File: src/exec_flags_pkg.sv
// Flag bit positions are shared with the rest of the core; bit 5 must stay zero.
package exec_flags_pkg;

  // #########################################################################
  // flag vector layout
  // #########################################################################

  localparam int FLAGS_W = 6;  // width of the execution flag vector.

  typedef logic [FLAGS_W-1:0] flags_t;  // flags travelling with each result.

  localparam int FLAG_MISPREDICT = 0;  // branch redirect, never raised here.
  localparam int FLAG_EXCEPTION  = 1;  // syscall or divide by zero.
  localparam int FLAG_WRITES_LO  = 2;  // result goes to LO.
  localparam int FLAG_EXECUTED   = 3;  // a legal opcode was executed.
  localparam int FLAG_WRITES_HI  = 4;  // result goes to HI.

  // #########################################################################
  // flag patterns per operation class
  // #########################################################################

  localparam flags_t FLAGS_NONE = '0;  // illegal opcode, nothing happened.

  localparam flags_t FLAGS_LO =
    flags_t'((1 << FLAG_EXECUTED) | (1 << FLAG_WRITES_LO));  // every _L operation.

  localparam flags_t FLAGS_HI =
    flags_t'((1 << FLAG_EXECUTED) | (1 << FLAG_WRITES_HI));  // every _H operation.

  localparam flags_t FLAGS_SYSCALL =
    flags_t'((1 << FLAG_EXECUTED) | (1 << FLAG_EXCEPTION));  // trap without a result.

  localparam flags_t FLAGS_EXC = flags_t'(1 << FLAG_EXCEPTION);  // added on divide by zero.

endpackage

File: src/fu_types_pkg.sv
// DATA_W and TAG_W are fixed for the lane, and opcodes outside the nine listed act as no-ops.
package fu_types_pkg;

  // #########################################################################
  // widths and latency
  // #########################################################################

  localparam int DATA_W       = 32;  // one architectural word per operand.
  localparam int TAG_W        = 7;   // physical destination tag, 128 entries.
  localparam int PIPE_LATENCY = 2;   // issue latch plus result register.

  // #########################################################################
  // vector types
  // #########################################################################

  typedef logic [DATA_W-1:0]   data_t;   // one operand or one result word.
  typedef logic [2*DATA_W-1:0] dword_t;  // full product before a half is picked.
  typedef logic [TAG_W-1:0]    tag_t;    // destination tag carried to writeback.

  // Constants for the divide corner cases.
  localparam data_t DATA_MIN  = {1'b1, {(DATA_W-1){1'b0}}};  // most negative signed word.
  localparam data_t DATA_ONES = {DATA_W{1'b1}};              // all ones, also minus one.
  localparam data_t DATA_ONE  = data_t'(1);                  // harmless divisor.

  // #########################################################################
  // opcodes
  // #########################################################################

  typedef enum logic [3:0] {
    MULT_L  = 4'h0,  // signed product, low word.
    MULT_H  = 4'h1,  // signed product, high word.
    MULTU_L = 4'h2,  // unsigned product, low word.
    MULTU_H = 4'h3,  // unsigned product, high word.
    DIV_L   = 4'h4,  // signed quotient.
    DIV_H   = 4'h5,  // signed remainder.
    DIVU_L  = 4'h6,  // unsigned quotient.
    DIVU_H  = 4'h7,  // unsigned remainder.
    SYSCALL = 4'h8   // raises the exception flag and nothing else.
  } opcode_e;

  // Codes 4'h9 to 4'hf are left unnamed on purpose.

endpackage
File: src/hilo_regs.sv
// HI and LO update one cycle after writeback; a set of the exception level beats a clear.
module hilo_regs (
  input  logic                   clk_i,                // lane clock.
  input  logic                   reset_i,              // synchronous, active high.
  input  logic                   wb_valid_i,           // writeback strobe from the pipe.
  input  fu_types_pkg::data_t    wb_result_i,          // writeback result word.
  input  exec_flags_pkg::flags_t wb_flags_i,           // writeback flags.
  input  logic                   exc_clear_i,          // clears the pending exception.
  output fu_types_pkg::data_t    hi_o,                 // architectural HI.
  output fu_types_pkg::data_t    lo_o,                 // architectural LO.
  output logic                   exception_pending_o   // sticky exception level.
);

  import exec_flags_pkg::*;

  logic wr_hi;   // this writeback targets HI.
  logic wr_lo;   // this writeback targets LO.
  logic exc_set; // this writeback carries an exception.

  assign wr_hi   = wb_valid_i && wb_flags_i[FLAG_WRITES_HI];  // _H operations only.
  assign wr_lo   = wb_valid_i && wb_flags_i[FLAG_WRITES_LO];  // _L operations only.
  assign exc_set = wb_valid_i && wb_flags_i[FLAG_EXCEPTION];  // syscall or divide by zero.

  // #########################################################################
  // architectural HI and LO
  // #########################################################################

  always_ff @(posedge clk_i) begin
    if (reset_i) begin
      hi_o <= '0;  // both words read as zero after reset.
      lo_o <= '0;
    end else begin
      if (wr_hi) begin
        hi_o <= wb_result_i;  // high half or remainder.
      end
      if (wr_lo) begin
        lo_o <= wb_result_i;  // low half or quotient.
      end
    end
  end

  // #########################################################################
  // sticky exception level
  // #########################################################################

  always_ff @(posedge clk_i) begin
    if (reset_i) begin
      exception_pending_o <= 1'b0;  // no trap pending out of reset.
    end else if (exc_set) begin
      exception_pending_o <= 1'b1;  // checked first, so a new trap is never lost.
    end else if (exc_clear_i) begin
      exception_pending_o <= 1'b0;  // handler has taken the trap.
    end
  end

endmodule

File: config.mk
export PLATFORM = sky130hd
export DESIGN_NAME = hilo_regs
export DESIGN_NICKNAME = d
export VERILOG_FILES = /design/src/exec_flags_pkg.sv /design/src/fu_types_pkg.sv /design/src/hilo_regs.sv
export SDC_FILE = /design/constraint.sdc
export NUM_CORES = 1
export LEC_CHECK = 0
export ABC_AREA = 1
export BUFFER_PORTS_ARGS = -buffer_cell sky130_fd_sc_hd__buf_2
export CELL_PAD_IN_SITES_DETAIL_PLACEMENT = 0
export CELL_PAD_IN_SITES_GLOBAL_PLACEMENT = 1
export CORE_ASPECT_RATIO = 1.4
export CORE_MARGIN = 4
export CORE_UTILIZATION = 34
export DETAILED_ROUTE_END_ITERATION = 8
export PLACE_DENSITY = 0.82
export SLEW_MARGIN = 20
export SYNTH_ARGS = -nofsm -noshare
export SYNTH_HDL_FRONTEND = slang
export SYNTH_SLANG_ARGS = --single-unit
File: constraint.sdc
create_clock -name clk_i -period 1.4 [get_ports clk_i]
set_input_delay 0.07 -clock clk_i [delete_from_list [all_inputs] [get_ports clk_i]]
set_output_delay 0.07 -clock clk_i [all_outputs]
set_load 0.03 [all_outputs]
Word level (Yosys, flattened, before mapping)
Index checks and enable logic that the tools add are counted.
{"block": "totals", "rom_bits": 0, "latch_bits": 0, "memories": 0, "input_bits": 42, "output_inout_bits": 65, "regBits": 65, "ram_bits": 0}
{"block": "op_classes", "n_lt_le_gt_ge": 0, "multipliers": 0, "div_mod_pow": 0, "add_sub_neg": 0, "bitwise_logic": 0, "eq_ne": 0, "muxes": 2, "shifts": 0, "n_reduce_logical": 4}
{"cell": "1-bit logical AND", "count": 3}
{"cell": "1-bit 2-to-1 mux", "count": 2}
{"cell": "2-bit nonzero test", "count": 1}

Depth between registers and ports, before layout
Gate-level depths: netlist of run 1.
{"block": "depth", "word_depth": 2, "ltp_mapped": 5, "mapped_depth_nobuf": 4}

Worst setup path after synthesis of run 1
OpenSTA, ideal clock, no wires.
{"block": "synth_timing", "path_type": "register to register", "from": "register, netlist name hi_o[10]", "to": "register hi_o[10]", "path_stages_with_launch": 5, "slack_ns": 0.618, "setup_time_ns": 0.064, "synth_period_minus_slack_ns": 0.782, "required_ns": 1.336, "arrival_ns": 0.718, "path_cell_list": "dfxtp_1 inv_1 nand2_1 nand2_1 nor2_1"}
{"item": "to (signal assigned)", "line_no": "hilo_regs.sv:34", "source": "hi_o <= wb_result_i;"}
{"item": "to (decl)", "line_no": "hilo_regs.sv:9", "source": "output fu_types_pkg::data_t hi_o,"}

Worst setup path in the final report of run 1
{"block": "layout_timing", "from": "input reset_i", "to": "register exception_pending_o"}
{"item": "from (decl)", "line_no": "hilo_regs.sv:4", "source": "input logic reset_i,"}
{"item": "to (signal assigned)", "line_no": "hilo_regs.sv:48", "source": "exception_pending_o <= 1'b0;"}
{"item": "to (signal assigned)", "line_no": "hilo_regs.sv:50", "source": "exception_pending_o <= 1'b1;"}
{"item": "to (signal assigned)", "line_no": "hilo_regs.sv:52", "source": "exception_pending_o <= 1'b0;"}
{"item": "to (decl)", "line_no": "hilo_regs.sv:11", "source": "output logic exception_pending_o"}
No word-level cell between the ends.

==> results of run 1 <==
-- Yosys cell counts --
| cell type | count | area share, % |
|---|---|---|
| nand2_1 | 130 | 18 |
| nor2_1 | 128 | 18 |
| dfxtp_1 | 65 | 49 |
| inv_1 | 65 | 9.2 |
| buf_2 | 9 | 1.7 |
| buf_6 | 6 | 2.5 |
| clkbuf_1 | 3 | 0.42 |
| nand2_2 | 2 | 0.47 |
| a21oi_1 | 1 | 0.19 |
| inv_2 | 1 | 0.14 |
-- cell families (layout without fill, tap and decap cells) --
group / after synthesis / in the layout / share of synthesized area [%]
AO/OA/AOI/OAI: 1 / 1 / 0.1881
buffers and inverters: 84 / 225 / 13.98
flip-flops: 65 / 65 / 48.94
AND/OR/NAND/NOR: 260 / 260 / 36.89
-- stage by stage --
step	util, %	total power, mW
detailed placement	43.23	2.880
floorplan	-	2.628
finish	50.08	4.325
global placement	43.23	2.865
global route	50.08	4.559
CTS	50.08	4.404
-- power by group --
| group | internal, mW | switching [mW] |
|---|---|---|
| logic | 0.307 | 0.560 |
| clock network | 0.732 | 0.692 |
| registers | 1.98 | 0.0588 |
-- layer usage --
layer	vias up	track usage, %	part of all wire [%]
li1	1428	-	-
met5	-	0	0
met2	79	24.46	47
met4	0	8.942	2.8
met1	1139	16.46	43
met3	14	4.735	7.2
-- final timing paths --
check | depth (start not counted) | end | start
worst max-delay path | 4 | exception_pending_o$_SDFFE_PP0P_ | reset_i
worst min-delay path | 4 | lo_o[13]$_SDFFE_PP0P_ | wb_flags_i[2]
worst max register to register | 3 | exception_pending_o$_SDFFE_PP0P_ | exception_pending_o$_SDFFE_PP0P_
worst min register to register | 4 | hi_o[6]$_SDFFE_PP0P_ | hi_o[6]$_SDFFE_PP0P_
-- flip-flops by register name (all words and copies together), names as in the netlist --
register             count
exception_pending_o      1
hi_o                    32
lo_o                    32
-- layout by cell type, fill, tap and decap left out, types with 3 or more instances in the layout --
| master | n |
|---|---|
| buf_2 | 103 |
| clkinv_2 | 3 |
| dlygate4sd3_1 | 34 |
| inv_1 | 65 |
| nor2_1 | 128 |
| buf_4 | 4 |
| dfxtp_1 | 65 |
| nand2_1 | 130 |
| clkbuf_8 | 11 |
-- worst max-delay path: stages --
cell and delay [ps]:
dlygate4sd3_1 540, buf_2 140, a21oi_1 140, dlygate4sd3_1 570
-- what timing repair did --
action	in CTS	in global routing
hold buffers	34	0
gates resized for setup	0	0
hold endpoints to repair	65	0
-- cell type report --
cell class	count	area share [%]
inverter	66	6.596
clock buffer	13	4.231
tap	97	3.231
multi-input combinational	261	26.25
sequential	65	34.64
timing repair buffer	143	24.65
clock inverter	3	0.3997
==> run summary, run 1 <==
The setup TNS is 0 ps. The flop and latch count out of synthesis is between 60 and 70. The number of I/O pins is 107.

The proportion of synthesized chip area in sequential cells is 48.94%. TritonCTS built the clock tree. The worst-skew pair later-pin latency came out at 330 ps.

The share of the cycle needed by the critical path after routing came out at roughly 84%. The global-route wire length before repair is between 10000 and 15000 µm. Setup violations remaining at the end of the flow were counted as 0. The effective utilization at floorplan came out at between 30% and 40%. The maximum count of clock buffers along a single path came out at 2. The leakage power figure came out at approximately 2.2 nW. The first-pass iteration count of the detailed router came out at 4. The number of max-capacitance violations reported is 0.

The tightest hold margin is between 200 and 250 ps. After floorplanning, the core was sized to cover 7500 µm². The weighted congestion reported at the end of routability-driven placement came out at 0.6901.

The number of design rule violations left after detail routing came out at 0. The transition time at the pin with the least slew margin is between 300 and 400 ps. The number of H-tree levels is 3. Prior to clock tree synthesis, the placed netlist has a worst setup slack of around 430 ps. The instance count after placement with tap cells included is ~600. After the first detailed-routing iteration, the DRC count stood at 90. The area growth from synthesis to layout is 41.27%.

The ratio of total power to cell area came out at approximately 1200 nW/µm². The number of sinks handled by clock tree synthesis came out at 65. The run finished with clean final reports. The final count of hold timing violations came to 0.

The worst hold path belongs to the class primary input to flop. The total non-filler cell area in the finished layout is roughly 3800 µm². The number of diodes added for antenna fixing came out at 0. The time the final worst path needs with I/O delays and setup came out at around 1200 ps. The count of nets after finishing is 588. Port buffering added a little over 100 buffers. The synthesized cell area is roughly 2700 µm². Of all nets on the critical path, the largest fanout is 2. Detailed placement finished with a half-perimeter wire length of roughly 4400 µm.

The total cell area at the placement stage came out at between 3000 and 4000 µm². The maximum ir drop on the vdd rail is between 0.5 and 0.6 mV. In the final layout, the multi-input gates occupy 985.9 µm².

The number of buffers inserted to repair setup after CTS came out at 0. The required time of the critical path is between 1500 and 2000 ps. The worst setup skew after layout came out at 0 ps.

The vias after detailed routing is 2660. The post-synthesis net count is roughly 450. The buffer type at the clock tree root is clkbuf_8.

The max-slew violation count came out at 0. A synthesized cell averages 6.485 µm². The critical path class is primary input to flop.

The clock-pin slew of the registers on the worst-case setup and hold paths came out at roughly 70 ps. The total congestion overflow came out at 0. The worst register-to-register path has a setup slack of between 200 and 250 ps.

During synthesis, Yosys emitted a total of 0 warnings. The count of mapped cells out of synthesis is 410. The height of the die is about 110 µm.

The ratio of routed vias to standard cells came out at roughly 4.1. Once detail routing completed, the nets flagged for antenna violations numbered 0. The fraction of final layout cells sized beyond drive strength 1 came out at a little under a quarter. The floorplan step set the die width to between 80 and 90 µm. The initial antenna violation count is 0. Leaving out filler cells and counting taps, the final layout contains approximately 650.

Dividing the detail-routed wire length by the instance count gives around 10 µm. The worst setup path is captured at a flop. The total CTS buffers came out at 9.

Wires add up to about 6600 µm. The critical path arrival is approximately 1500 ps. STA classifies the critical path startpoint as a primary input. Timing would allow up to around 850 MHz. The placement row count is 37. The number of distinct library cells after synthesis is 10. The die area is between 9000 and 10000 µm². The number of global-route vias before repair is 2493. Setup repair after global routing left no endpoint under its margin. The register area is between 1000 and 1500 µm².

The remaining max-slew budget at the tightest pin came out at 75.18%. The total track usage is approximately 15%. The maximum number of pins on one net before global-route repair is 37. The least setup slack across all paths after layout is between 200 and 250 ps. The filler cells instantiated in the layout total ~800.
(Power assumes the default switching activity.)
==> inputs of run 2 (changes only) <==
--- a/config.mk
+++ b/config.mk
@@ -11,9 +11,9 @@
 export CELL_PAD_IN_SITES_GLOBAL_PLACEMENT = 1
 export CORE_ASPECT_RATIO = 1.4
 export CORE_MARGIN = 4
-export CORE_UTILIZATION = 34
+export CORE_UTILIZATION = 32
 export DETAILED_ROUTE_END_ITERATION = 8
-export PLACE_DENSITY = 0.82
+export PLACE_DENSITY = 0.78
 export SLEW_MARGIN = 20
 export SYNTH_ARGS = -nofsm -noshare
 export SYNTH_HDL_FRONTEND = slang
==> constraint.sdc (replaced) <==
create_clock -name clk_i -period 1.19 [get_ports clk_i]
set_input_delay 0.0595 -clock clk_i [delete_from_list [all_inputs] [get_ports clk_i]]
set_output_delay 0.0595 -clock clk_i [all_outputs]
set_load 0.03 [all_outputs]
==> run summary, run 2 (same netlist as run 1, synthesis figures left out) <==
The core outline area came out at 8149 µm² (was 7500 µm²). The final count of hold timing violations is 0 (unchanged). The kind of launch point of the worst setup path is a primary input (unchanged). The height of the die was 115.9 µm (was 112.6 µm).

The placement row count came to 39 (was 37). The worst-skew pair later-pin latency came out at 320 ps (was 330 ps). The clock-pin slew of the registers on the worst-case setup and hold paths is 50 ps (was 70 ps).

The worst setup skew after layout came to 0 ps (unchanged). The number of max-capacitance violations reported is 0 (unchanged). The total CTS buffers came out at 9 (unchanged).

Registers with the most flip-flops: hi_o (32), lo_o (32), exception_pending_o (1) (unchanged). The maximum fanout along the worst path came out at 2 (unchanged). The number of global-route vias before repair is 2445 (was 2493). The origin of the worst setup path is reset_i (unchanged). The fraction of final layout cells sized beyond drive strength 1 is 22.87% (unchanged). The DRC marker count from the first detailed-route iteration is 111 (was 90). The launch point of the worst hold path is wb_flags_i[4] (was wb_flags_i[2]). Based on the critical path, the design can be clocked at up to about 890 MHz. The area growth from synthesis to layout came out at 46.96% (was 41.27%). The TritonCTS clock tree is built (unchanged). The average routed wire per standard cell is 9.980 µm (was 10.15 µm). The number of I/O port buffers is 103 (unchanged). The number of diodes added for antenna fixing was 0 (unchanged). The number of I/O pins is 107 (unchanged). The number of H-tree levels came out at 3 (unchanged). The first-pass iteration count of the detailed router is 4 (unchanged). The ratio of total power to cell area came out at 1531 nW/µm² (was 1152 nW/µm²). The critical path class is primary input to flop (unchanged). The maximum count of clock buffers along a single path came out at 2 (unchanged). The setup TNS is 0 ps (unchanged).

The maximum ir drop on the vdd rail is 0.8059 mV (was 0.5697 mV). The number of nets with antenna violations after detailed routing came to 0 (unchanged). The buffer type at the clock tree root was clkbuf_16 (was clkbuf_8). The launching point of the worst reg2reg path is exception_pending_o$_SDFFE_PP0P_ (unchanged). The ratio of routed vias to standard cells came out at 3.997 (was 4.105).

The weighted congestion reported at the end of routability-driven placement is 0.7091 (was 0.6901). The maximum number of pins on one net before global-route repair is 37 (unchanged). The die boundary width was 85.04 µm (was 82.74 µm). The capturing element type of the critical path is a flop (unchanged). The transition time at the pin with the least slew margin is 300.6 ps (was 372.2 ps). The critical path arrival came out at 1380 ps (was 1460 ps). The remaining max-slew budget at the tightest pin is 79.96% (was 75.18%). The worst path uses 93.92% of the clock period. The required time of the critical path came out at 1450 ps (was 1680 ps). Most frequent cells in the layout: nand2_1, nor2_1, buf_2 (unchanged). The final instance count without filler cells came to 653 (was 648). The leakage power figure came out at 2.260 nW (was 2.199 nW).

The type of the worst min-delay path is primary input to flop (unchanged). The max-slew violation count came out at 0 (unchanged). The total track usage came out at 13.89% (was 14.96%). The effective utilization at floorplan came out at 32.63% (was 35.45%).

The global-route wire length before repair came out at 11030 µm (was 10790 µm). Result of the run: completed (unchanged). The number of sinks handled by clock tree synthesis came out at 65 (unchanged).

The tightest hold margin is 254.2 ps (was 240.4 ps). The die area is 9851 µm² (was 9318 µm²). The initial antenna violation count is 0 (unchanged).

The count of nets after finishing came out at 588 (unchanged). The wire length reported by the detailed router came out at 6517 µm (was 6576 µm). RSZ-0062 raised after global routing: no (unchanged). The number of buffers inserted to repair setup after CTS came out at 0 (unchanged).

The total cell area at the placement stage is 3273 µm² (was 3242 µm²). The most common library cell in the layout ignoring fill and taps is nand2_1 (unchanged). The instance count after placement with tap cells included is 603 (was 598). The fill cell instance count of the final layout was 860 (was 802). The half-perimeter wire length of the detailed placement result came out at 4360 µm (was 4389 µm). The final-report setup violation count is 0 (unchanged). The vias after detailed routing came out at 2610 (was 2660).

The utilization after layout is 47.95% (was 50.08%). The total congestion overflow was 0 (unchanged). The number of design rule violations left after detail routing was 0 (unchanged).

The total non-filler cell area in the finished layout came out at 3908 µm² (was 3756 µm²). The time the final worst path needs with I/O delays and setup is around 1100 ps.
[run 2: cell types whose count changed in the layout (fill, tap and decap cells not counted), sizes merged]
cell and change:
bufinv +1, clkinv -1
[run 2: cell type report]
class / count / area, µm² / area share (%)
clock inverter: 3 / 40.04 / 1.025
sequential: 65 / 1301 / 33.30
clock buffer: 13 / 250.2 / 6.404
timing repair buffer: 143 / 950.9 / 24.34
tap: 102 / 127.6 / 3.266
inverter: 66 / 247.7 / 6.340
multi-input combinational: 261 / 989.7 / 25.33
[run 2: what timing repair did]
item / CTS / global route
resized for setup: 0 / 1
setup endpoints to repair: 0 / 1
hold endpoints to repair: 61 / 0
hold buffers: 34 / 0
[run 2: metal layers]
layer | GRT usage [%] | share of wire [%]
met5 | 0 | 0
met4 | 6.336 | 1.6
met3 | 5.050 | 7.4
met2 | 22.87 | 47
met1 | 16.09 | 44
[run 2: worst paths after layout]
check | endpoint | depth (start not counted) | slack (ps)
worst max-delay path | exception_pending_o$_SDFFE_PP0P_ | 4 | 70
worst min-delay path | hi_o[21]$_SDFFE_PP0P_ | 5 | 250
worst max register to register | exception_pending_o$_SDFFE_PP0P_ | 3 | 70
worst min register to register | hi_o[28]$_SDFFE_PP0P_ | 4 | 510
[run 2: worst max-delay path: stages]
cell and delay [ps]:
dlygate4sd3_1 530, buf_2 140, a21oi_2 100, dlygate4sd3_1 550
[run 2: stage by stage]
step	setup slack (ps)	power, mW
floorplan	407.8	3.092
global placement	335.0	3.383
detailed placement	307.1	3.397
CTS	110.2	6.087
global route	13.60	6.331
finish	72.34	5.983
[run 2: where the power goes]
group | total (mW) | leakage (nW) | switching [mW] | internal, mW
clock network | 2.55 | 0.144 | 0.882 | 1.67
logic | 1.03 | 1.58 | 0.661 | 0.372
registers | 2.40 | 0.537 | 0.0681 | 2.33
total | 5.98 | 2.26 | 1.61 | 4.37
